<file path="config.mk">
export PLATFORM = sky130hd
export DESIGN_NAME = dcache_req_align
export DESIGN_NICKNAME = d
export VERILOG_FILES = /design/src/design/dcache_pkg.sv /design/src/design/dcache_req_align.sv
export VERILOG_INCLUDE_DIRS = /design/src /design/src/design
export SDC_FILE = /design/constraint.sdc
export NUM_CORES = 1
export LEC_CHECK = 0
export BUFFER_PORTS_ARGS = -buffer_cell sky130_fd_sc_hd__clkbuf_2
export CORE_ASPECT_RATIO = 1.75
export CORE_MARGIN = 2
export CORE_UTILIZATION = 40
export DETAILED_ROUTE_END_ITERATION = 8
export PLACE_DENSITY = 0.79
export RECOVER_POWER = 100
export SLEW_MARGIN = 20
export SYNTH_ARGS = -nofsm -noshare
export SYNTH_HDL_FRONTEND = slang
export SYNTH_SLANG_ARGS = --single-unit
</file>
<file path="constraint.sdc">
create_clock -name clk -period 2.8 [get_ports clk]
set_input_delay 0.56 -clock clk [delete_from_list [all_inputs] [get_ports clk]]
set_output_delay 0.56 -clock clk [all_outputs]
set_load 0.01 [all_outputs]
</file>
<file path="src/design/dcache_cfg.svh">
`ifndef DCACHE_CFG_SVH
`define DCACHE_CFG_SVH

// byte address width seen by the load/store unit
`define DC_ADDR_W 32

// four 32-bit words per line
`define DC_LINE_BYTES 16

`define DC_SETS 64

// memory port moves one word per beat
`define DC_WB_W 32

`endif

</file>
<file path="src/design/dcache_pkg.sv">
`include "dcache_cfg.svh"

package dcache_pkg;

    localparam int ADDR_W     = `DC_ADDR_W;
    localparam int LINE_BYTES = `DC_LINE_BYTES;
    localparam int SETS       = `DC_SETS;
    localparam int WB_W       = `DC_WB_W;
    localparam int OFF_W      = $clog2(LINE_BYTES);
    localparam int IDX_W      = $clog2(SETS);
    localparam int TAG_W      = ADDR_W - IDX_W - OFF_W;
    localparam int LINE_W     = LINE_BYTES * 8;
    localparam int WORDS      = LINE_BYTES / 4;

    typedef enum logic {
        OP_LOAD,
        OP_STORE
    } mem_op_e;

    typedef struct packed {
        mem_op_e           op;
        logic [ADDR_W-1:0] addr;
        logic [3:0]        strb;
        logic [31:0]       data;
    } cpu_req_t;

    // request plus its address split, stage 1 to stage 2
    typedef struct packed {
        cpu_req_t         req;
        logic [IDX_W-1:0] index;
        logic [TAG_W-1:0] tag;
    } lookup_t;

    typedef enum logic [2:0] {
        MS_IDLE,
        MS_WB_BEAT,
        MS_RD_BEAT,
        MS_FILL,
        MS_DONE
    } miss_state_e;

    typedef struct packed {
        logic              cyc;
        logic              stb;
        logic              we;
        logic [3:0]        sel;
        logic [ADDR_W-3:0] adr;
        logic [WB_W-1:0]   dat;
    } wb_req_t;

    typedef struct packed {
        logic            ack;
        logic [WB_W-1:0] dat;
    } wb_rsp_t;

endpackage

</file>
<file path="src/design/dcache_req_align.sv">
`timescale 1ns/100ps

module dcache_req_align
    import dcache_pkg::*;
(
    input  logic             clk,
    input  logic             rst,
    input  logic             req_valid_i,
    input  cpu_req_t         req_i,
    input  logic             stall_i,
    output logic             ready_o,
    output logic [IDX_W-1:0] rd_index_o,
    output logic             stage_valid_o,
    output lookup_t          stage_o
);

    logic             accept;
    logic [IDX_W-1:0] req_index;
    logic [TAG_W-1:0] req_tag;

    assign ready_o = ~stall_i;
    assign accept  = req_valid_i & ready_o;

    // offset bits stay inside the request address
    assign req_index = req_i.addr[OFF_W +: IDX_W];
    assign req_tag   = req_i.addr[ADDR_W-1 -: TAG_W];

    // without a new request the arrays keep re-reading the waiting entry
    assign rd_index_o = accept ? req_index : stage_o.index;

    always_ff @(posedge clk) begin
        if (rst) begin
            stage_valid_o <= 1'b0;
        end else if (!stall_i) begin
            stage_valid_o <= accept;
        end
    end

    always_ff @(posedge clk) begin
        if (accept) begin
            stage_o.req   <= req_i;
            stage_o.index <= req_index;
            stage_o.tag   <= req_tag;
        end
    end

endmodule

</file>
==> run_results.csv <==
group,metric,value,unit
critical_path,reg2reg_depth,2,
drt,wire_per_inst,15.7,um
clock_network,cts_root_buf,"clkbuf_8",
drt,drt_iter0_markers,66,
timing,setup_viol,0,
clock_network,clock_latency,330,ps
timing,slew_headroom,41.4,%
critical_path,path_class,"in2out",
clock_network,postCtsSetupBuffers,0,
layout,nNetsFinal,343,
drt,drcViolationCount,0,
layout,n_antenna_cell,0,
critical_path,r2r-end,"stage_valid_o",
job,cap_violations,0,
clock_network,cts_made_buffers,9,
drt,drtPass1Iterations,4,
layout,fillerInstances,535,
grt,grt-ovfl-total,0,
timing,setup_tns,0,ps
power_and_ir_drop,power,2300,uW
outcome,status,"finished clean",
logic_synthesis,synth_nets,183,
drt,vias_per_cell,4.29,
clock_network,tritoncts,"done",
layout,fin_area,3240,um^2
timing,post-route-period-util,73.7,%
timing,finalHoldViolations,0,
floorplan,placement_rows,37,
critical_path,reg2reg_from,"stage_valid_o",
layout,syn_to_final_growth,33.3,%
grt,grt.met2_usage,28.9,%
timing,fin_ws,737,ps
place,dpl-instance-area,3220,um^2
floorplan,die_h,107,um
place,dp_slack,926,ps
grt,antenna_found_initial,0,
clock_network,htree_levels,3,
logic_synthesis,syn_area_per_cell,22.1,um^2
floorplan,die_w,63.0,um
logic_synthesis,netlist_area,2430,um^2
clock_network,holdBufCountCts,0,
timing,timing.fmax,485,MHz
layout,post-route-util,55.2,%
grt,grt_use_met1,15.3,%
grt,grt_first_pass_wirelength,7690,um
logic_synthesis,yosys_warnings,0,
logic_synthesis,synth.distinct_cells,9,
clock_network,cts_resized,0,
clock_network,clockBufferDepth,2,
timing,min_period,2060,ps
drt,drt.antenna.violating_nets,0,
layout,final_layout_size_suffix_gt1_share,30.5,%
logic_synthesis,synthTopCellsByArea,"edfxtp_1 85%, buf_4 8.6%, mux2_4 3.7%",
clock_network,clock-sinks,70,
critical_path,crit_path_end_kind,"primary output",
grt,grtUsageMet3,5.25,%
layout,layout_common_cells,"109 x clkbuf_1, 70 x clkbuf_2, 69 x edfxtp_1",
timing,slew_violations,0,
power_and_ir_drop,p_per_area,708,nW/um^2
floorplan,die-area,6750,um^2
grt,grt_max_degree,70,
grt,grt_pass1_vias,1484,
timing,rsz0062_at_grt,"false",
place,hpwl,4350,um
critical_path,reg2reg_slack,2230,ps
critical_path,crit_fanout,8,
grt,grt_usage,16.4,%
layout,mostFrequentLayoutCell,"clkbuf_1",
timing,tightest_slew,880,ps
floorplan,io_pins,178,
logic_synthesis,synth_seq_cells,70,
critical_path,critPathLaunchType,"primary input",
power_and_ir_drop,power_leakage,0.00122,uW
floorplan,core,5880,um^2
place,io_buffers,177,
power_and_ir_drop,vdd_drop_max,0.382,mV
floorplan,start_util,41.4,%
critical_path,critical_path_arrival,1500,ps
drt,wl,5530,um
clock_network,cts.clk_slew.worst_paths,60,ps
hold_path,hp-class,"in2reg",
grt,busiest_layer,"met2",
place,globalplace.congestion,0.793,
critical_path,critPathRequiredTime,2240,ps
critical_path,startpoint,"stall_i",
logic_synthesis,syn_inst,110,
logic_synthesis,ys_seq_area_share,86.0,%
timing,final.setup_skew,0,ps
drt,vias,1514,
critical_path,critPathCapture,"rd_index_o[4]",
logic_synthesis,synth_top_area_share,85.1,%
logic_synthesis,synth_area_leader_cell,"edfxtp_1",
through the flow:
stage                     cells  hold WS [ps]
final                       353           375
after global routing        353           356
after CTS                   353           352
after detailed placement    337           443
after global placement      337           450
after floorplan             110           474
registers in the layout (all words and copies together), names as in the netlist:
name and flops:
stage_o 69, stage_valid_o 1
cell families (layout without fill, tap and decap cells):
kind of cell | count (synthesis) | count (layout) | share of synthesized area, %
simple gates | 2 | 2 | 0.720
flops | 70 | 70 | 86.0
mux | 6 | 6 | 3.70
buf+inv | 31 | 196 | 9.41
compound gates | 1 | 1 | 0.205
worst min-delay path by stage:
stage	slack (ps)	end	start	cells past startpoint
6_report	370	stage_valid_o	rst	2
5_1_grt	360	stage_valid_o	rst	2
3_5_place_dp	440	stage_valid_o	stage_valid_o	2
2_1_floorplan	470	stage_valid_o	stage_valid_o	2
4_1_cts	350	stage_valid_o	rst	2
3_3_place_gp	450	stage_valid_o	stage_valid_o	2
metal layers:
metal,vias up,part of all wire [%]
li1,704,-
met1,702,34
met2,94,55
met3,14,7.2
met4,0,3.6
met5,-,0
worst max-delay path: stages:
cell      delay (ps)
clkbuf_1         120
nand2b_1         330
mux2_1           360
clkbuf_2         130
Yosys cell counts:
| cell | number |
|---|---|
| buf_4 | 28 |
| edfxtp_1 | 69 |
| nand2b_4 | 1 |
| mux2_4 | 6 |
| inv_1 | 2 |
| nand2_1 | 1 |
| buf_6 | 1 |
| a21oi_1 | 1 |
| dfxtp_1 | 1 |
layout make-up:
cell class / count / area (um^2) / area share [%]
clock inverters: 5 / 73.8 / 2.28
repair buffers: 178 / 759 / 23.4
flip-flops and latches: 70 / 2090 / 64.5
well taps: 78 / 97.6 / 3.01
clock buffers: 11 / 131 / 4.05
inverters: 2 / 7.51 / 0.231
multi-input cells: 9 / 82.6 / 2.55
power breakdown:
| part | switching [uW] | total [uW] | internal [uW] |
|---|---|---|---|
| Clock | 332 | 828 | 496 |
| Sequential | 26.7 | 1260 | 1230 |
| Combinational | 130 | 210 | 80.0 |
Power figures use the tool's default switching activity.
