==> src/design/dcache_cfg.svh <==
`ifndef DCACHE_CFG_SVH
`define DCACHE_CFG_SVH

// byte address width seen by the load/store unit
`define DC_ADDR_W 32

// four 32-bit words per line
`define DC_LINE_BYTES 16

`define DC_SETS 64

// memory port moves one word per beat
`define DC_WB_W 32

`endif

==> src/design/dcache_pkg.sv <==
`include "dcache_cfg.svh"

package dcache_pkg;

    localparam int ADDR_W     = `DC_ADDR_W;
    localparam int LINE_BYTES = `DC_LINE_BYTES;
    localparam int SETS       = `DC_SETS;
    localparam int WB_W       = `DC_WB_W;
    localparam int OFF_W      = $clog2(LINE_BYTES);
    localparam int IDX_W      = $clog2(SETS);
    localparam int TAG_W      = ADDR_W - IDX_W - OFF_W;
    localparam int LINE_W     = LINE_BYTES * 8;
    localparam int WORDS      = LINE_BYTES / 4;

    typedef enum logic {
        OP_LOAD,
        OP_STORE
    } mem_op_e;

    typedef struct packed {
        mem_op_e           op;
        logic [ADDR_W-1:0] addr;
        logic [3:0]        strb;
        logic [31:0]       data;
    } cpu_req_t;

    // request plus its address split, stage 1 to stage 2
    typedef struct packed {
        cpu_req_t         req;
        logic [IDX_W-1:0] index;
        logic [TAG_W-1:0] tag;
    } lookup_t;

    typedef enum logic [2:0] {
        MS_IDLE,
        MS_WB_BEAT,
        MS_RD_BEAT,
        MS_FILL,
        MS_DONE
    } miss_state_e;

    typedef struct packed {
        logic              cyc;
        logic              stb;
        logic              we;
        logic [3:0]        sel;
        logic [ADDR_W-3:0] adr;
        logic [WB_W-1:0]   dat;
    } wb_req_t;

    typedef struct packed {
        logic            ack;
        logic [WB_W-1:0] dat;
    } wb_rsp_t;

endpackage

==> src/design/dcache_hit_ctrl.sv <==
`timescale 1ns/100ps

module dcache_hit_ctrl
    import dcache_pkg::*;
(
    input  logic                   clk,
    input  logic                   rst,
    input  logic                   stage_valid_i,
    input  lookup_t                stage_i,
    input  logic [1:0][TAG_W-1:0]  tag_i,
    input  logic [1:0]             valid_i,
    input  logic [1:0]             dirty_i,
    input  logic [1:0][LINE_W-1:0] line_i,
    input  logic                   lru_i,
    input  logic                   miss_done_i,
    input  logic [LINE_W-1:0]      fill_line_i,
    output logic                   stall_o,
    output logic                   data_ok_o,
    output logic [31:0]            rdata_o,
    output logic                   hit_we_o,
    output logic                   hit_way_o,
    output logic [IDX_W-1:0]       hit_index_o,
    output logic [LINE_BYTES-1:0]  hit_be_o,
    output logic [LINE_W-1:0]      hit_line_o,
    output logic                   lru_we_o,
    output logic                   miss_start_o,
    output lookup_t                miss_req_o,
    output logic                   victim_way_o,
    output logic [TAG_W-1:0]       victim_tag_o,
    output logic                   victim_dirty_o,
    output logic [LINE_W-1:0]      victim_line_o
);

    logic              busy_q;
    logic              retire_q;
    logic              active;
    logic              is_store;
    logic [1:0]        hit_vec;
    logic              hit;
    logic [OFF_W-3:0]  word_sel;
    logic [LINE_W-1:0] resp_line;

    // the held entry is finished one cycle after a store hit or a refill
    assign active   = stage_valid_i & ~busy_q & ~retire_q;
    assign is_store = stage_i.req.op == OP_STORE;
    assign word_sel = stage_i.req.addr[OFF_W-1:2];

    always_comb begin
        for (int w = 0; w < 2; w++) begin
            hit_vec[w] = valid_i[w] && (tag_i[w] == stage_i.tag);
        end
    end

    assign hit = |hit_vec;

    assign hit_way_o   = hit_vec[1];
    assign hit_index_o = stage_i.index;
    assign hit_we_o    = active & hit & is_store;
    assign lru_we_o    = active & hit;
    assign hit_line_o  = {WORDS{stage_i.req.data}};

    // strobe placed on the addressed word of the line
    always_comb begin
        hit_be_o = '0;
        hit_be_o[word_sel*4 +: 4] = stage_i.req.strb;
    end

    assign resp_line = miss_done_i ? fill_line_i : line_i[hit_way_o];
    assign data_ok_o = (active & hit) | miss_done_i;
    assign rdata_o   = resp_line[word_sel*32 +: 32];

    assign miss_start_o   = active & ~hit;
    assign miss_req_o     = stage_i;
    assign victim_way_o   = lru_i;
    assign victim_tag_o   = tag_i[lru_i];
    assign victim_dirty_o = valid_i[lru_i] & dirty_i[lru_i];
    assign victim_line_o  = line_i[lru_i];

    assign stall_o = miss_start_o | hit_we_o | busy_q;

    always_ff @(posedge clk) begin
        if (rst) begin
            busy_q   <= 1'b0;
            retire_q <= 1'b0;
        end else begin
            retire_q <= hit_we_o | miss_done_i;
            if (miss_start_o) begin
                busy_q <= 1'b1;
            end else if (miss_done_i) begin
                busy_q <= 1'b0;
            end
        end
    end

endmodule

==> config.mk <==
export PLATFORM = sky130hd
export DESIGN_NAME = dcache_hit_ctrl
export DESIGN_NICKNAME = d
export VERILOG_FILES = /design/src/design/dcache_pkg.sv /design/src/design/dcache_hit_ctrl.sv
export VERILOG_INCLUDE_DIRS = /design/src /design/src/design
export SDC_FILE = /design/constraint.sdc
export NUM_CORES = 1
export LEC_CHECK = 0
export BUFFER_PORTS_ARGS = -buffer_cell sky130_fd_sc_hd__buf_2
export CAP_MARGIN = 15
export CELL_PAD_IN_SITES_DETAIL_PLACEMENT = 0
export CELL_PAD_IN_SITES_GLOBAL_PLACEMENT = 1
export CORE_AREA = 5 5 374 376
export CTS_BUF_LIST = sky130_fd_sc_hd__clkbuf_4 sky130_fd_sc_hd__clkbuf_8
export DETAILED_ROUTE_END_ITERATION = 16
export DIE_AREA = 0 0 379 381
export PLACE_DENSITY_LB_ADDON = 0.1
export SYNTH_ARGS = -nofsm -noshare
export SYNTH_HDL_FRONTEND = slang
export SYNTH_SLANG_ARGS = --single-unit
==> constraint.sdc <==
create_clock -name clk -period 2.9 [get_ports clk]
set_input_delay 0.725 -clock clk [delete_from_list [all_inputs] [get_ports clk]]
set_output_delay 0.725 -clock clk [all_outputs]
set_load 0.01 [all_outputs]
==> impl_metrics.py <==
metrics = {
    "yosys": {
        "synth-seq-cells": 2,
        "synth-async-reset-ratio": 0,
        "synthTopCellsByArea": "buf_4 (22%), mux2_2 (21%), o31ai_1 (12%)",
        "synth_area_leader_cell": "buf_4",
        "synth_edf_count": 0,
        "synth.distinct_cells": 31,
        "synth_seq_area_share": 0.00509,
        "netlist_area_mm2": 0.00787,
        "synth_ff_type": "dfxtp_1",
        "ys_warn_count": 0,
        "post-synth-top-count-cell": "buf_4",
        "synth_top_area_frac": 0.221,
        "synth_common_cells": "buf_4 (232), mux2_2 (150), a21oi_1 (129), nand2b_1 (129), o31ai_1 (128)",
        "syn_area_per_cell_um2": 7.19,
        "syn_nets": 1633,
        "synth_cells": 1095,
    },
    "routing": {
        "drt_iter0_drc": 391,
        "avgViaCountPerCell": 3.11,
        "drcViolationCount": 0,
        "wl_um": 81300,
        "firstDrtPassIters": 4,
        "ant_nets": 0,
        "vias": 10952,
        "detail_route.wl_per_cell_um": 23.1,
    },
    "power_and_ir_drop": {
        "power.total_mw": 2.37,
        "p_leak_nw": 6.18,
        "ir_worst_vdd_uv": 95.7,
        "power_density_mw_per_mm2": 152,
    },
    "floorplan": {
        "coreArea_mm2": 0.136,
        "ioPinCount": 971,
        "die_x_um": 379,
        "die_y_um": 381,
        "rows": 136,
        "die_area_mm2": 0.144,
        "initial_core_util": 0.0577,
    },
    "critical_path": {
        "critPathLaunchType": "input pin",
        "worstPathArrival_ns": 3.16,
        "r2r_start": "retire_q",
        "crit_path_start": "stage_i[3]",
        "end_kind": "output pin",
        "cp_max_fo": 18,
        "critical_path_class": "input pin to output pin",
        "worstPathRequired_ns": 2.17,
    },
    "global_routing": {
        "grt_max_degree": 33,
        "use_met2": 0.199,
        "gr-max-usage-layer": "met2",
        "grt_overflow": 0,
        "grt_usage": 0.105,
        "use_met3": 0.0331,
        "grt_pass1_wl_um": 106000,
        "grt.met1_usage": 0.115,
        "grt_pass1_vias": 12178,
        "antenna_found_initial": 61,
    },
    "finish": {
        "seqCellArea_um2": 40.0,
        "fillCellCount": 15984,
        "syn2layout_area_growth_pct": 97.9,
        "layout-drive-gt1-share": 0.737,
        "multiInputGateArea_mm2": 0.00726,
        "final_nets": 2239,
    },
    "placement": {
        "port-buffer-count": 700,
        "post-place-ws_ns": -1.57,
        "place.gp.congestion": 0.803,
        "dp_hpwl_um": 70300,
    },
    "sta": {
        "hold_viol_final": 0,
        "setup_viol": 38,
        "worst_pin_slew_ns": 0.539,
        "fin_setup_tns_ns": -31.97,
        "period_needed_ns": 3.89,
        "setup_slack_ns": -0.989,
        "rsz0062_at_grt": "true",
        "slew_headroom": 0.641,
        "timing.final.crit_share": 1.34,
        "holdWs_ns": 0.673,
        "slew_viol_final": 0,
        "fmax_mhz": 257,
        "fin_skew_ns": 0.00353,
    },
    "run_status": {
        "violations": "negative setup slack",
        "status": "complete, but fails checks",
    },
    "clock_network": {
        "h-tree-depth": 1,
        "clkTransAtPathRegs_ns": 0.03,
        "cts_root_buf": "clkbuf_8",
        "clk_latency_ns": 0.21,
        "cts_tree": "done",
        "hold_buffers": 0,
        "cts_buffers": 3,
        "clock_sinks": 2,
        "cts_buffer_depth": 2,
    },
    "worst_hold_path": {
        "min_from": "busy_q",
        "min_path_type": "flop to flop",
    },
    "run": {
        "drv_cap": 0,
    },
}
cells by family after synthesis:
family	count (synthesis)	share of synthesized area
simple gates	214	0.166
mux	150	0.215
compound gates	357	0.290
flops	2	0.00509
xor+xnor	44	0.0490
fa+ha+maj	4	0.00636
buf+inv	324	0.269
cells in the final DEF (no fill, tap or decap), drive strengths merged, types with 8 or more instances in the layout:
cell and instances:
a211oi 32, xnor2 8, o31ai 128, a21oi 129, o22ai 64, nand4 37
xor2 36, buf 920, mux2 150, nand2b 129, and2 17, diode 27
per-layer routing:
metal  vias to the layer above  routed length [um]
met5                         -                 277
met4                        44                1280
met3                       137                6620
met2                       477               42400
met1                      5208               30700
li1                       5086                   -
cell type report:
type / instances / share of cell area
multi-input cells: 769 / 0.466
repair buffers: 923 / 0.380
well taps: 1794 / 0.144
diodes: 27 / 0.00434
clock buffers: 3 / 0.00265
flip-flops and latches: 2 / 0.00257
inverters: 2 / 0.000482
final timing paths:
path / endpoint / slack, ns / cells after the start
worst max register to register: retire_q / 1.57 / 6
worst min register to register: busy_q / 0.67 / 3
worst min-delay path: busy_q / 0.67 / 3
worst max-delay path: rdata_o[5] / -0.99 / 11
repair_timing:
action | CTS | global route
buffers inserted | 5 | 7
gates resized for setup | 180 | 78
pin swaps | 28 | 26
gates cloned | 5 | 2
setup endpoints to repair | 44 | 55
sequential cells by signal (all words and copies together) (netlist names):
signal	count
busy_q	1
retire_q	1
power breakdown:
| part | total [mW] | switching, mW | internal, mW |
|---|---|---|---|
| clock network | 0.107 | 0.0198 | 0.0876 |
| logic | 2.24 | 1.20 | 1.03 |
| registers | 0.0310 | 0.00149 | 0.0295 |
| total | 2.37 | 1.23 | 1.15 |
critical path: stages:
cell and delay (ns):
buf_4 0.14, xor2_2 0.19, nor4_4 0.37, nand4_1 0.21, buf_12 0.21, buf_16 0.21, buf_4 0.18, o31ai_2 0.27
nand4_1 0.15, a211oi_2 0.29, buf_2 0.18
through the flow:
| step | area, um2 | cells | util |
|---|---|---|---|
| floorplan | 8200 | 1095 | - |
| CTS | 14900 | 3485 | 0.109 |
| global placement | 13700 | 3473 | 0.100 |
| global route | 15500 | 3504 | 0.114 |
| finish | 15600 | 3520 | 0.114 |
| detailed placement | 13700 | 3473 | 0.100 |
No activity file was read; power rests on OpenSTA's default activity.
