`src/design/dcache_cfg.svh`:
```
`ifndef DCACHE_CFG_SVH
`define DCACHE_CFG_SVH

// byte address width seen by the load/store unit
`define DC_ADDR_W 32

// four 32-bit words per line
`define DC_LINE_BYTES 16

`define DC_SETS 64

// memory port moves one word per beat
`define DC_WB_W 32

`endif

```
`src/design/dcache_pkg.sv`:
```
`include "dcache_cfg.svh"

package dcache_pkg;

    localparam int ADDR_W     = `DC_ADDR_W;
    localparam int LINE_BYTES = `DC_LINE_BYTES;
    localparam int SETS       = `DC_SETS;
    localparam int WB_W       = `DC_WB_W;
    localparam int OFF_W      = $clog2(LINE_BYTES);
    localparam int IDX_W      = $clog2(SETS);
    localparam int TAG_W      = ADDR_W - IDX_W - OFF_W;
    localparam int LINE_W     = LINE_BYTES * 8;
    localparam int WORDS      = LINE_BYTES / 4;

    typedef enum logic {
        OP_LOAD,
        OP_STORE
    } mem_op_e;

    typedef struct packed {
        mem_op_e           op;
        logic [ADDR_W-1:0] addr;
        logic [3:0]        strb;
        logic [31:0]       data;
    } cpu_req_t;

    // request plus its address split, stage 1 to stage 2
    typedef struct packed {
        cpu_req_t         req;
        logic [IDX_W-1:0] index;
        logic [TAG_W-1:0] tag;
    } lookup_t;

    typedef enum logic [2:0] {
        MS_IDLE,
        MS_WB_BEAT,
        MS_RD_BEAT,
        MS_FILL,
        MS_DONE
    } miss_state_e;

    typedef struct packed {
        logic              cyc;
        logic              stb;
        logic              we;
        logic [3:0]        sel;
        logic [ADDR_W-3:0] adr;
        logic [WB_W-1:0]   dat;
    } wb_req_t;

    typedef struct packed {
        logic            ack;
        logic [WB_W-1:0] dat;
    } wb_rsp_t;

endpackage

```
`src/design/dcache_miss_fsm.sv`:
```
`timescale 1ns/100ps

module dcache_miss_fsm
    import dcache_pkg::*;
(
    input  logic              clk,
    input  logic              rst,
    input  logic              miss_start_i,
    input  lookup_t           miss_req_i,
    input  logic              victim_way_i,
    input  logic [TAG_W-1:0]  victim_tag_i,
    input  logic              victim_dirty_i,
    input  logic [LINE_W-1:0] victim_line_i,
    output wb_req_t           wb_o,
    input  wb_rsp_t           wb_i,
    output logic              fill_we_o,
    output logic              fill_way_o,
    output logic [IDX_W-1:0]  fill_index_o,
    output logic [TAG_W-1:0]  fill_tag_o,
    output logic              fill_dirty_o,
    output logic              miss_done_o,
    output logic [LINE_W-1:0] fill_line_o
);

    miss_state_e       state_q;
    logic [OFF_W-3:0]  beat_q;
    lookup_t           req_q;
    logic              way_q;
    logic [TAG_W-1:0]  vtag_q;
    logic [LINE_W-1:0] vline_q;
    logic [LINE_W-1:0] buf_q;
    logic              writing;
    logic              beat_ack;
    logic              store_word;
    logic [WB_W-1:0]   rd_word;

    assign writing    = state_q == MS_WB_BEAT;
    assign beat_ack   = wb_o.stb & wb_i.ack;
    assign store_word = (req_q.req.op == OP_STORE) && (beat_q == req_q.req.addr[OFF_W-1:2]);

    // pending store bytes replace the refilled word as it arrives
    always_comb begin
        rd_word = wb_i.dat;
        if (store_word) begin
            for (int b = 0; b < 4; b++) begin
                if (req_q.req.strb[b]) begin
                    rd_word[8*b +: 8] = req_q.req.data[8*b +: 8];
                end
            end
        end
    end

    // stb drops after every ack, cyc only after the last beat of a line
    always_ff @(posedge clk) begin
        if (rst) begin
            state_q <= MS_IDLE;
            beat_q  <= '0;
            wb_o    <= '0;
        end else begin
            case (state_q)
                MS_IDLE: begin
                    if (miss_start_i) begin
                        state_q <= victim_dirty_i ? MS_WB_BEAT : MS_RD_BEAT;
                        beat_q  <= '0;
                    end
                end
                MS_WB_BEAT, MS_RD_BEAT: begin
                    if (!wb_o.stb) begin
                        wb_o.cyc <= 1'b1;
                        wb_o.stb <= 1'b1;
                        wb_o.we  <= writing;
                        wb_o.sel <= 4'hf;
                        wb_o.adr <= {writing ? vtag_q : req_q.tag, req_q.index, beat_q};
                        wb_o.dat <= writing ? vline_q[beat_q*WB_W +: WB_W] : '0;
                    end else if (wb_i.ack) begin
                        wb_o.stb <= 1'b0;
                        beat_q   <= beat_q + 1'b1;
                        if (beat_q == '1) begin
                            wb_o.cyc <= 1'b0;
                            state_q  <= writing ? MS_RD_BEAT : MS_FILL;
                        end
                    end
                end
                MS_FILL: begin
                    state_q <= MS_DONE;
                end
                default: begin
                    state_q <= MS_IDLE;
                end
            endcase
        end
    end

    always_ff @(posedge clk) begin
        if (state_q == MS_IDLE && miss_start_i) begin
            req_q   <= miss_req_i;
            way_q   <= victim_way_i;
            vtag_q  <= victim_tag_i;
            vline_q <= victim_line_i;
        end
        if (state_q == MS_RD_BEAT && beat_ack) begin
            buf_q[beat_q*WB_W +: WB_W] <= rd_word;
        end
    end

    // the refilled line replaces the victim way
    assign fill_we_o    = state_q == MS_FILL;
    assign fill_way_o   = way_q;
    assign fill_index_o = req_q.index;
    assign fill_tag_o   = req_q.tag;
    assign fill_dirty_o = req_q.req.op == OP_STORE;
    assign fill_line_o  = buf_q;
    assign miss_done_o  = state_q == MS_DONE;

endmodule

```
`config.mk`:
```
export PLATFORM = sky130hd
export DESIGN_NAME = dcache_miss_fsm
export DESIGN_NICKNAME = d
export VERILOG_FILES = /design/src/design/dcache_pkg.sv /design/src/design/dcache_miss_fsm.sv
export VERILOG_INCLUDE_DIRS = /design/src /design/src/design
export SDC_FILE = /design/constraint.sdc
export NUM_CORES = 1
export LEC_CHECK = 0
export BUFFER_PORTS_ARGS = -buffer_cell sky130_fd_sc_hd__buf_2
export CELL_PAD_IN_SITES_DETAIL_PLACEMENT = 1
export CELL_PAD_IN_SITES_GLOBAL_PLACEMENT = 2
export CORE_MARGIN = 1.5
export CORE_UTILIZATION = 35
export DETAILED_ROUTE_END_ITERATION = 10
export PLACE_DENSITY_LB_ADDON = 0.1
export REMOVE_ABC_BUFFERS = 1
export SLEW_MARGIN = 10
export SYNTH_ARGS = -nofsm -noshare
export SYNTH_HDL_FRONTEND = slang
export SYNTH_SLANG_ARGS = --single-unit
```
`constraint.sdc`:
```
create_clock -name clk -period 9.08 [get_ports clk]
set_clock_uncertainty 0.15 [all_clocks]
set_input_delay 1.816 -clock clk [delete_from_list [all_inputs] [get_ports clk]]
set_output_delay 1.816 -clock clk [all_outputs]
set_load 0.01 [all_outputs]
```
==> flow_summary.json, run 1 <==
{
  "postCtsSetupBuffers": 0,
  "instances_no_fill": 2067,
  "path_buf_inv": 2,
  "drtPass1Iterations": 5,
  "yosysWarnings": 0,
  "drv_cap": 0,
  "worstPathRequired_ps": 9120,
  "start_util_pct": 35.6,
  "portBuffers": 483,
  "root_buffer": "clkbuf_16",
  "yosys.area.top_type": "edfxtp_1",
  "synth_edf_count": 346,
  "tritoncts": "yes",
  "syn_avg_cell_area_sq_um": 16.6,
  "hold_violations": 0,
  "whs_path_depth": 1,
  "clkLatencyLatePin_ps": 570,
  "internal_power_mw": 3.71,
  "syn_area_sq_um": 16200,
  "synth_cell_types": 51,
  "cp_cell_sequence": "buf_2 > and3_4 > buf_4",
  "hold_path.startpoint": "wb_o[26]$_SDFFE_PP0P_",
  "antenna_found_initial": 19,
  "status": "completed",
  "swShare_pct": 27.6,
  "p_leak_nw": 7.68,
  "start_kind": "input pin",
  "clockPowerShare_pct": 36.4,
  "grt_pass1_vias": 10900,
  "io_pins": 514,
  "period_share_pct": 42.7,
  "synth_commonest_cells": "edfxtp_1 (346), dfxtp_1 (71), a21oi_1 (68)",
  "worstPathMaxFanout": 77,
  "pwr-share-seq_pct": 48.0,
  "r2r_setup_slack_ps": 5660,
  "p_comb_share_pct": 15.6,
  "ys_seq_area_share_pct": 72.8,
  "yosysTopAreaCellShare_pct": 64.0,
  "clk_pin_slew_worst_paths_ps": 50,
  "drt-initial-drc-count": 552,
  "core_area_sq_um": 45600,
  "hold_path.class": "reg2reg",
  "async_reset_ff_share_pct": 0,
  "cts-hold-fix-buffers": 0,
  "power.density_nw_per_um2": 249,
  "grt.total_usage_pct": 20.7,
  "wl_um": 50100,
  "hpwl_um": 33200,
  "criticalPathCategory": "in2reg",
  "cpPeakStageDelay_ps": 910,
  "nFillCells": 4634,
  "grt_setup_unrepaired": "no",
  "worstHoldEndpoint": "wb_o[26]$_SDFFE_PP0P_",
  "yosys_most_used_dff": "edfxtp_1",
  "avgRoutedWirePerCell_um": 24.3,
  "cts_buffers": 47,
  "rr_worst_depth": 5,
  "dp.cells": 1968,
  "relSlewSlack_pct": 19.6,
  "ctsHtreeMaxLevel": 2,
  "p_switching_mw": 1.41,
  "grt_pass1_wl_um": 72400,
  "syn2layout_area_growth_pct": 26.8,
  "tightest_slew_ps": 1210,
  "place_congestion": 0.762,
  "reg2reg_from": "beat_q[0]$_SDFFE_PP0P_",
  "peakVddDrop_uv": 194,
  "die_h_um": 218,
  "ys_ff_latch": 417,
  "timing.final.max_slew_violations": 0,
  "vias": 10500,
  "yosysMostFrequentCell": "edfxtp_1",
  "arrival_ps": 3920,
  "drcViolationCount": 0,
  "rows": 78,
  "period_minus_slack_ps": 3880,
  "viasPerCell": 5.07,
  "cts_sinks": 417,
  "final-setup-viol-count": 0,
  "fp.dieArea_sq_um": 47700,
  "post-route-util_pct": 45.1,
  "die_w_um": 218,
  "synthTopCellsByArea": "edfxtp_1 (64%), dfxtp_1 (8.8%), mux4_2 (4.4%)",
  "cts_resized": 0,
  "overflow": 0,
  "grt_max_degree": 78,
  "setup.worst_path.end_class": "flip-flop",
  "final_nets": 1708,
  "cts.path.max_buffers": 3,
  "netlist_instances": 975,
  "setup_tns_ps": 0,
  "critPathSlowestCell": "buf_4",
  "cp_top_family": "buffers and inverters",
  "ant_nets": 0,
  "final_layout_size_suffix_gt1_share_pct": 46.0,
  "r2r-end": "fill_line_o[87]$_DFFE_PP_",
  "fmax_ghz": 0.258
}
==> cells by family (layout without fill, tap and decap cells) <==
family	count (synthesis)	count (layout)	share of synthesized area, %
flops	417	417	72.8
compound gates	270	270	13.7
simple gates	130	130	4.21
buf+inv	113	593	3.74
mux	33	33	4.50
fa+ha+maj	6	6	0.463
xor+xnor	6	6	0.555
other cells	0	12	0
==> metrics by stage <==
stage / setup slack (ps) / hold slack, ps / area (sq um) / total power, mW
2_1_floorplan: 1480 / 342 / 15600 / 2.94
3_3_place_gp: 4640 / 306 / 19000 / 3.30
3_5_place_dp: 4540 / 306 / 19000 / 3.32
4_1_cts: 5190 / 325 / 20500 / 5.20
5_1_grt: 5030 / 341 / 20600 / 5.34
6_report: 5200 / 320 / 20600 / 5.13
==> flip-flops by register name (all words and copies together) (netlist names) <==
register      cells
fill_tag_o       22
req_q            38
fill_way_o        1
fill_line_o     128
vline_q         128
fill_dirty_o      1
fill_index_o      6
state_q           3
vtag_q           22
beat_q            2
wb_o             66
==> worst max path at each step <==
| stage | from | endpoint | cells past startpoint |
|---|---|---|---|
| after global placement | miss_start_i | vline_q[38]$_DFFE_PP_ | 3 |
| final | miss_start_i | vline_q[2]$_DFFE_PP_ | 3 |
| after CTS | miss_start_i | vline_q[34]$_DFFE_PP_ | 3 |
| after global routing | miss_start_i | vline_q[34]$_DFFE_PP_ | 3 |
| after floorplan | miss_start_i | fill_dirty_o$_DFFE_PP_ | 1 |
| after detailed placement | miss_start_i | vline_q[38]$_DFFE_PP_ | 3 |
==> layout by cell type, fill, tap and decap left out, drive strengths merged, types with 14 or more instances in the layout <==
master,Yosys,routed
mux4,32,32
clkbuf,43,69
edfxtp,346,346
nand2,52,52
nand4,32,32
a311oi,23,23
a2111oi,32,32
clkinv,0,14
buf,64,500
o31ai,34,34
a21boi,64,64
a21oi,68,68
dfxtp,71,71
a22o,32,32
==> routing by layer <==
layer  part of all wire (%)  vias up  track usage (%)  routed length (um)
met5                   0.23        -                0                 115
met4                    2.1       18             7.03                1040
met3                    7.9       89             6.61                3970
met2                     49      350             33.9               24600
met1                     41     5227             25.7               20400
li1                       -     4789                -                   -
==> area by class of cell <==
class,count,area (sq um),area share [%]
inverters,6,22.5,0.109
flip-flops and latches,417,11800,57.4
repair buffers,500,2540,12.4
multi-input cells,445,3910,19.0
diodes,12,30.0,0.146
well taps,600,751,3.65
clock inverters,18,173,0.839
clock buffers,69,1330,6.46
==> power groups by stage <==
stage | Sequential, mW | Combinational (mW) | Clock, mW
global placement | 2.49 | 0.808 | 0
CTS | 2.46 | 0.821 | 1.91
global route | 2.49 | 0.873 | 1.98
floorplan | 2.56 | 0.385 | 0
finish | 2.46 | 0.800 | 1.87
detailed placement | 2.50 | 0.820 | 0
(Power assumes the default switching activity.)
==> inputs of run 2 (changes only) <==
CORE_UTILIZATION = 31   (was 35)
clock period = 3.4 ns   (was 9.08 ns; I/O delays follow)
==> flow_summary.json, run 2 (same netlist as run 1, synthesis figures left out) <==
{
  "postCtsSetupBuffers": 0,
  "pwr-share-seq_pct": 47.5,
  "use_met2_pct": 32.7,
  "r2r_setup_slack_ps": 960,
  "cts-hold-fix-buffers": 0,
  "swShare_pct": 27.9,
  "clkLatencyLatePin_ps": 580,
  "tritoncts": "yes",
  "p_total_mw": 13.8,
  "dp.cells": 2064,
  "place_congestion": 0.735,
  "avgRoutedWirePerCell_um": 24.1,
  "grt_max_degree": 89,
  "drcViolationCount": 0,
  "grt_pass1_wl_um": 75000,
  "io_pins": 514,
  "p_comb_share_pct": 16.6,
  "worstPathRequired_ps": 2570,
  "antenna_found_initial": 20,
  "die_h_um": 232,
  "grt.total_usage_pct": 19.1,
  "overflow": 0,
  "power.density_nw_per_um2": 659,
  "final_layout_size_suffix_gt1_share_pct": 46.7,
  "internal_power_mw": 9.93,
  "vias": 10600,
  "clk_pin_slew_worst_paths_ps": 60,
  "setup.worst_path.end_class": "primary output",
  "drv_cap": 0,
  "hold_path.class": "in2reg",
  "status": "completed",
  "clockPowerShare_pct": 35.9,
  "fp.dieArea_sq_um": 53700,
  "critPathSlowestCell": "dfxtp_1",
  "portBuffers": 483,
  "met3_usage_pct": 6.02,
  "root_buffer": "clkbuf_16",
  "hpwl_um": 34700,
  "criticalPathCategory": "reg2out",
  "final_nets": 1724,
  "core_area_sq_um": 51500,
  "mostFrequentLayoutCell": "buf_2",
  "ant_nets": 0,
  "grt_setup_unrepaired": "no",
  "cpPeakStageDelay_ps": 690,
  "cts_buffers": 47,
  "hold_violations": 0,
  "cts_resized": 0,
  "period_minus_slack_ps": 2610,
  "final-setup-viol-count": 0,
  "use_met1_pct": 22.3,
  "syn2layout_area_growth_pct": 28.7,
  "relSlewSlack_pct": 36.2,
  "drt-initial-drc-count": 483,
  "worstPathMaxFanout": 16,
  "grt_pass1_vias": 11400,
  "rows": 83,
  "viasPerCell": 4.88,
  "p_switching_mw": 3.84,
  "p_leak_nw": 7.78,
  "start_kind": "flip-flop",
  "tightest_slew_ps": 957,
  "instances_no_fill": 2164,
  "layout_common_cells": "buf_2 (483), edfxtp_1 (346), dfxtp_1 (69)",
  "cts.path.max_buffers": 3,
  "drtPass1Iterations": 4,
  "cts_sinks": 417,
  "start_util_pct": 31.5,
  "peakVddDrop_uv": 398,
  "fmax_ghz": 0.383,
  "wl_um": 52100,
  "grt_busiest_layer": "met2",
  "ctsHtreeMaxLevel": 2,
  "cp_cell_sequence": "inv_1 > nor3_1 > buf_2",
  "period_share_pct": 76.9,
  "die_w_um": 232,
  "timing.final.max_slew_violations": 0,
  "arrival_ps": 1780
}
[run 2: cell count changes in the layout (fill, tap and decap cells not counted), moves of 2 or more]
cell / previous run / this run
inv_16: 0 / 2
buf_12: 0 / 6
clkbuf_8: 5 / 7
buf_4: 17 / 27
clkinvlp_4: 0 / 2
clkinv_2: 7 / 4
[run 2: critical path: cells and delay by family, from the launching register on]
family                 cells  cell delay (ps)
buffers and inverters      2              350
AND/OR/NAND/NOR            1              160
flip-flops                 1              690
[run 2: power by group through the flow]
stage / combinational, mW / sequential [mW] / clock (mW)
2_1_floorplan: 1.03 / 6.83 / 0
3_3_place_gp: 2.32 / 6.62 / 0
3_5_place_dp: 2.35 / 6.64 / 0
4_1_cts: 2.35 / 6.54 / 5.11
5_1_grt: 2.50 / 6.61 / 5.27
6_report: 2.29 / 6.54 / 4.94
[run 2: final timing paths]
check / startpoint / cells past startpoint / to
worst max-delay path: state_q[2]$_SDFFE_PP0P_ / 3 / miss_done_o
worst min-delay path: victim_line_i[39] / 1 / vline_q[39]$_DFFE_PP_
worst max register to register: req_q[66]$_DFFE_PP_ / 4 / fill_line_o[69]$_DFFE_PP_
worst min register to register: wb_o[1]$_SDFFE_PP0P_ / 1 / wb_o[1]$_SDFFE_PP0P_
[run 2: cell type report]
cell class | count | area [sq um]
Clock inverter | 17 | 166
Fill cell | 5344 | 30600
Inverter | 6 | 22.5
Clock buffer | 70 | 1330
Sequential cell | 417 | 11800
Multi-Input combinational cell | 445 | 3920
Tap cell | 680 | 851
Antenna cell | 13 | 32.5
Timing Repair Buffer | 516 | 2740
[run 2: metrics by stage]
step | setup WS, ps | setup TNS, ps | hold slack, ps | cell area, sq um | util [%]
floorplan | -3060 | -1059860 | 342 | 15600 | -
CTS | 675 | 0 | 67.6 | 20800 | 40.5
detailed placement | 933 | 0 | 306 | 19300 | 37.6
finish | 786 | 0 | 116 | 20900 | 40.5
global placement | 944 | 0 | 303 | 19300 | 37.6
global route | 596 | 0 | 80.6 | 20900 | 40.5
[run 2: per-layer routing]
layer / share of wire (%) / vias up
met5: 0.30 / -
met2: 50 / 356
met1: 39 / 5265
met4: 2.7 / 22
met3: 7.6 / 95
li1: - / 4813
==> inputs of run 3 (changes only) <==
ABC_AREA = 1   (was unset)
CORE_UTILIZATION = 29   (was 31)
clock period = 2.2 ns   (was 3.4 ns; I/O delays follow)
==> flow_summary.json, run 3 <==
{
  "ctsHtreeMaxLevel": 2,
  "grt_pass1_vias": 13600,
  "cts_buffers": 48,
  "wl_um": 55600,
  "grt.total_usage_pct": 18.8,
  "cts_sinks": 417,
  "synth_edf_count": 346,
  "grt_pass1_wl_um": 81500,
  "async_reset_ff_share_pct": 0,
  "die_w_um": 241,
  "p_leak_nw": 9.49,
  "clk_pin_slew_worst_paths_ps": 60,
  "netlist_instances": 1419,
  "ys_seq_area_share_pct": 71.9,
  "critPathSlowestCell": "dfxtp_1",
  "r2r_setup_slack_ps": 150,
  "cp_cell_sequence": "inv_2 > nor3_1 > buf_2",
  "syn_avg_cell_area_sq_um": 11.6,
  "post-route-util_pct": 41.8,
  "worstPathMaxFanout": 5,
  "layout_common_cells": "buf_2 (483), edfxtp_1 (346), nand2_1 (319)",
  "drv_cap": 0,
  "ant_nets": 0,
  "root_buffer": "clkbuf_16",
  "relSlewSlack_pct": 54.8,
  "fp.dieArea_sq_um": 58100,
  "power.density_nw_per_um2": 1140,
  "drt-initial-drc-count": 485,
  "portBuffers": 483,
  "hold_violations": 0,
  "hpwl_um": 36100,
  "synth_commonest_cells": "edfxtp_1 (346), nand2_1 (320), nor2_1 (191)",
  "synthTopCellsByArea": "edfxtp_1 (63%), dfxtp_1 (8.7%), nand2_1 (7.3%)",
  "die_h_um": 241,
  "yosysWarnings": 0,
  "cts.path.max_buffers": 3,
  "yosys.area.top_type": "edfxtp_1",
  "yosysTopAreaCellShare_pct": 63.2,
  "timing.final.max_slew_violations": 0,
  "syn2layout_area_growth_pct": 42.9,
  "criticalPathCategory": "reg2out",
  "nFillCells": 6273,
  "cpPeakStageDelay_ps": 420,
  "overflow": 0,
  "core_area_sq_um": 56200,
  "start_kind": "flip-flop",
  "rows": 87,
  "drcViolationCount": 0,
  "grt_max_degree": 70,
  "final_nets": 2388,
  "setup.worst_path.end_class": "primary output",
  "io_pins": 514,
  "mostFrequentLayoutCell": "buf_2",
  "antenna_found_initial": 9,
  "hold_path.class": "in2reg",
  "instances_no_fill": 2895,
  "synth_cell_types": 30,
  "status": "completed",
  "viasPerCell": 4.47,
  "final-setup-viol-count": 0,
  "fmax_ghz": 0.481,
  "worstPathRequired_ps": 1610,
  "yosysMostFrequentCell": "edfxtp_1",
  "postCtsSetupBuffers": 0,
  "ys_ff_latch": 417,
  "start_util_pct": 29.3,
  "arrival_ps": 1490,
  "period_minus_slack_ps": 2080,
  "clkLatencyLatePin_ps": 580,
  "dp.cells": 2585,
  "drtPass1Iterations": 4,
  "peakVddDrop_uv": 712,
  "syn_area_sq_um": 16400,
  "place_congestion": 0.775,
  "period_share_pct": 94.4,
  "final_layout_size_suffix_gt1_share_pct": 29.0,
  "tritoncts": "yes",
  "tightest_slew_ps": 677,
  "vias": 13000,
  "yosys_most_used_dff": "edfxtp_1",
  "avgRoutedWirePerCell_um": 19.2,
  "grt_setup_unrepaired": "no"
}
## run 3: worst max-delay path, delay by kind of cell, from the launching register on
family | cells | cell delay, ps
AND/OR/NAND/NOR | 1 | 200
flip-flops | 1 | 420
buffers and inverters | 2 | 300
## run 3: layer usage
layer / global-route usage (%) / up-vias / routed length, um
li1: - / 6208 / -
met1: 22.4 / 6320 / 22700
met2: 32.9 / 342 / 27700
met3: 5.52 / 73 / 4060
met4: 4.96 / 8 / 1120
met5: 0 / - / 56
## run 3: per-stage QoR
| stage | worst slack, ps | area [sq um] | total power [mW] | hold WS [ps] | TNS [ps] |
|---|---|---|---|---|---|
| finish | 123 | 23500 | 26.8 | 77.4 | 0 |
| global route | 17.6 | 23500 | 28.4 | 72.0 | 0 |
| CTS | 12.4 | 23500 | 27.3 | 43.8 | 0 |
| detailed placement | 129 | 19800 | 19.2 | 302 | 0 |
| global placement | 167 | 19800 | 19.0 | 299 | 0 |
| floorplan | -8380 | 15800 | 13.6 | 317 | -2402550 |
## run 3: timing repair
item	CTS	global route
hold buffers	218	0
resized for setup	0	1
setup endpoints to repair	0	1
endpoints found under the hold margin	218	0
## run 3: cell families (layout without fill, tap and decap cells)
kind of cell	after synthesis	count (layout)	share of synthesized area, %
AO/OA/AOI/OAI	230	230	7.74
XOR/XNOR	1	1	0.168
adder cells (fa/ha/maj)	6	6	0.457
buffers and inverters	169	884	5.16
flip-flops	417	417	71.9
other	0	5	0
AND/OR/NAND/NOR	596	596	14.6
## run 3: report_power, final
part	internal [mW]	switching (mW)	leakage, nW	total, mW
Sequential	10.5	0.691	3.79	11.2
Clock	4.44	3.22	0.724	7.67
Combinational	2.75	5.19	4.97	7.94
## run 3: worst paths after layout
| path | from | end | cells after the start |
|---|---|---|---|
| setup / recovery | state_q[1]$_SDFFE_PP0P_ | fill_we_o | 3 |
| hold / removal | rst | wb_o[62]$_SDFFE_PP0P_ | 2 |
| setup reg to reg | state_q[2]$_SDFFE_PP0P_ | fill_line_o[61]$_DFFE_PP_ | 5 |
| hold reg to reg | wb_o[59]$_SDFFE_PP0P_ | wb_o[59]$_SDFFE_PP0P_ | 2 |
## run 3: area by class of cell
cell class              count  area, sq um  share of cell area [%]
diodes                      5         12.5                  0.0533
clock buffers              67         1330                    5.68
clock inverters            20          149                   0.634
inverters                  52          198                   0.842
multi-input cells         833         3820                    16.3
flip-flops and latches    417        11800                    50.3
well taps                 756          946                    4.03
repair buffers            745         5200                    22.2
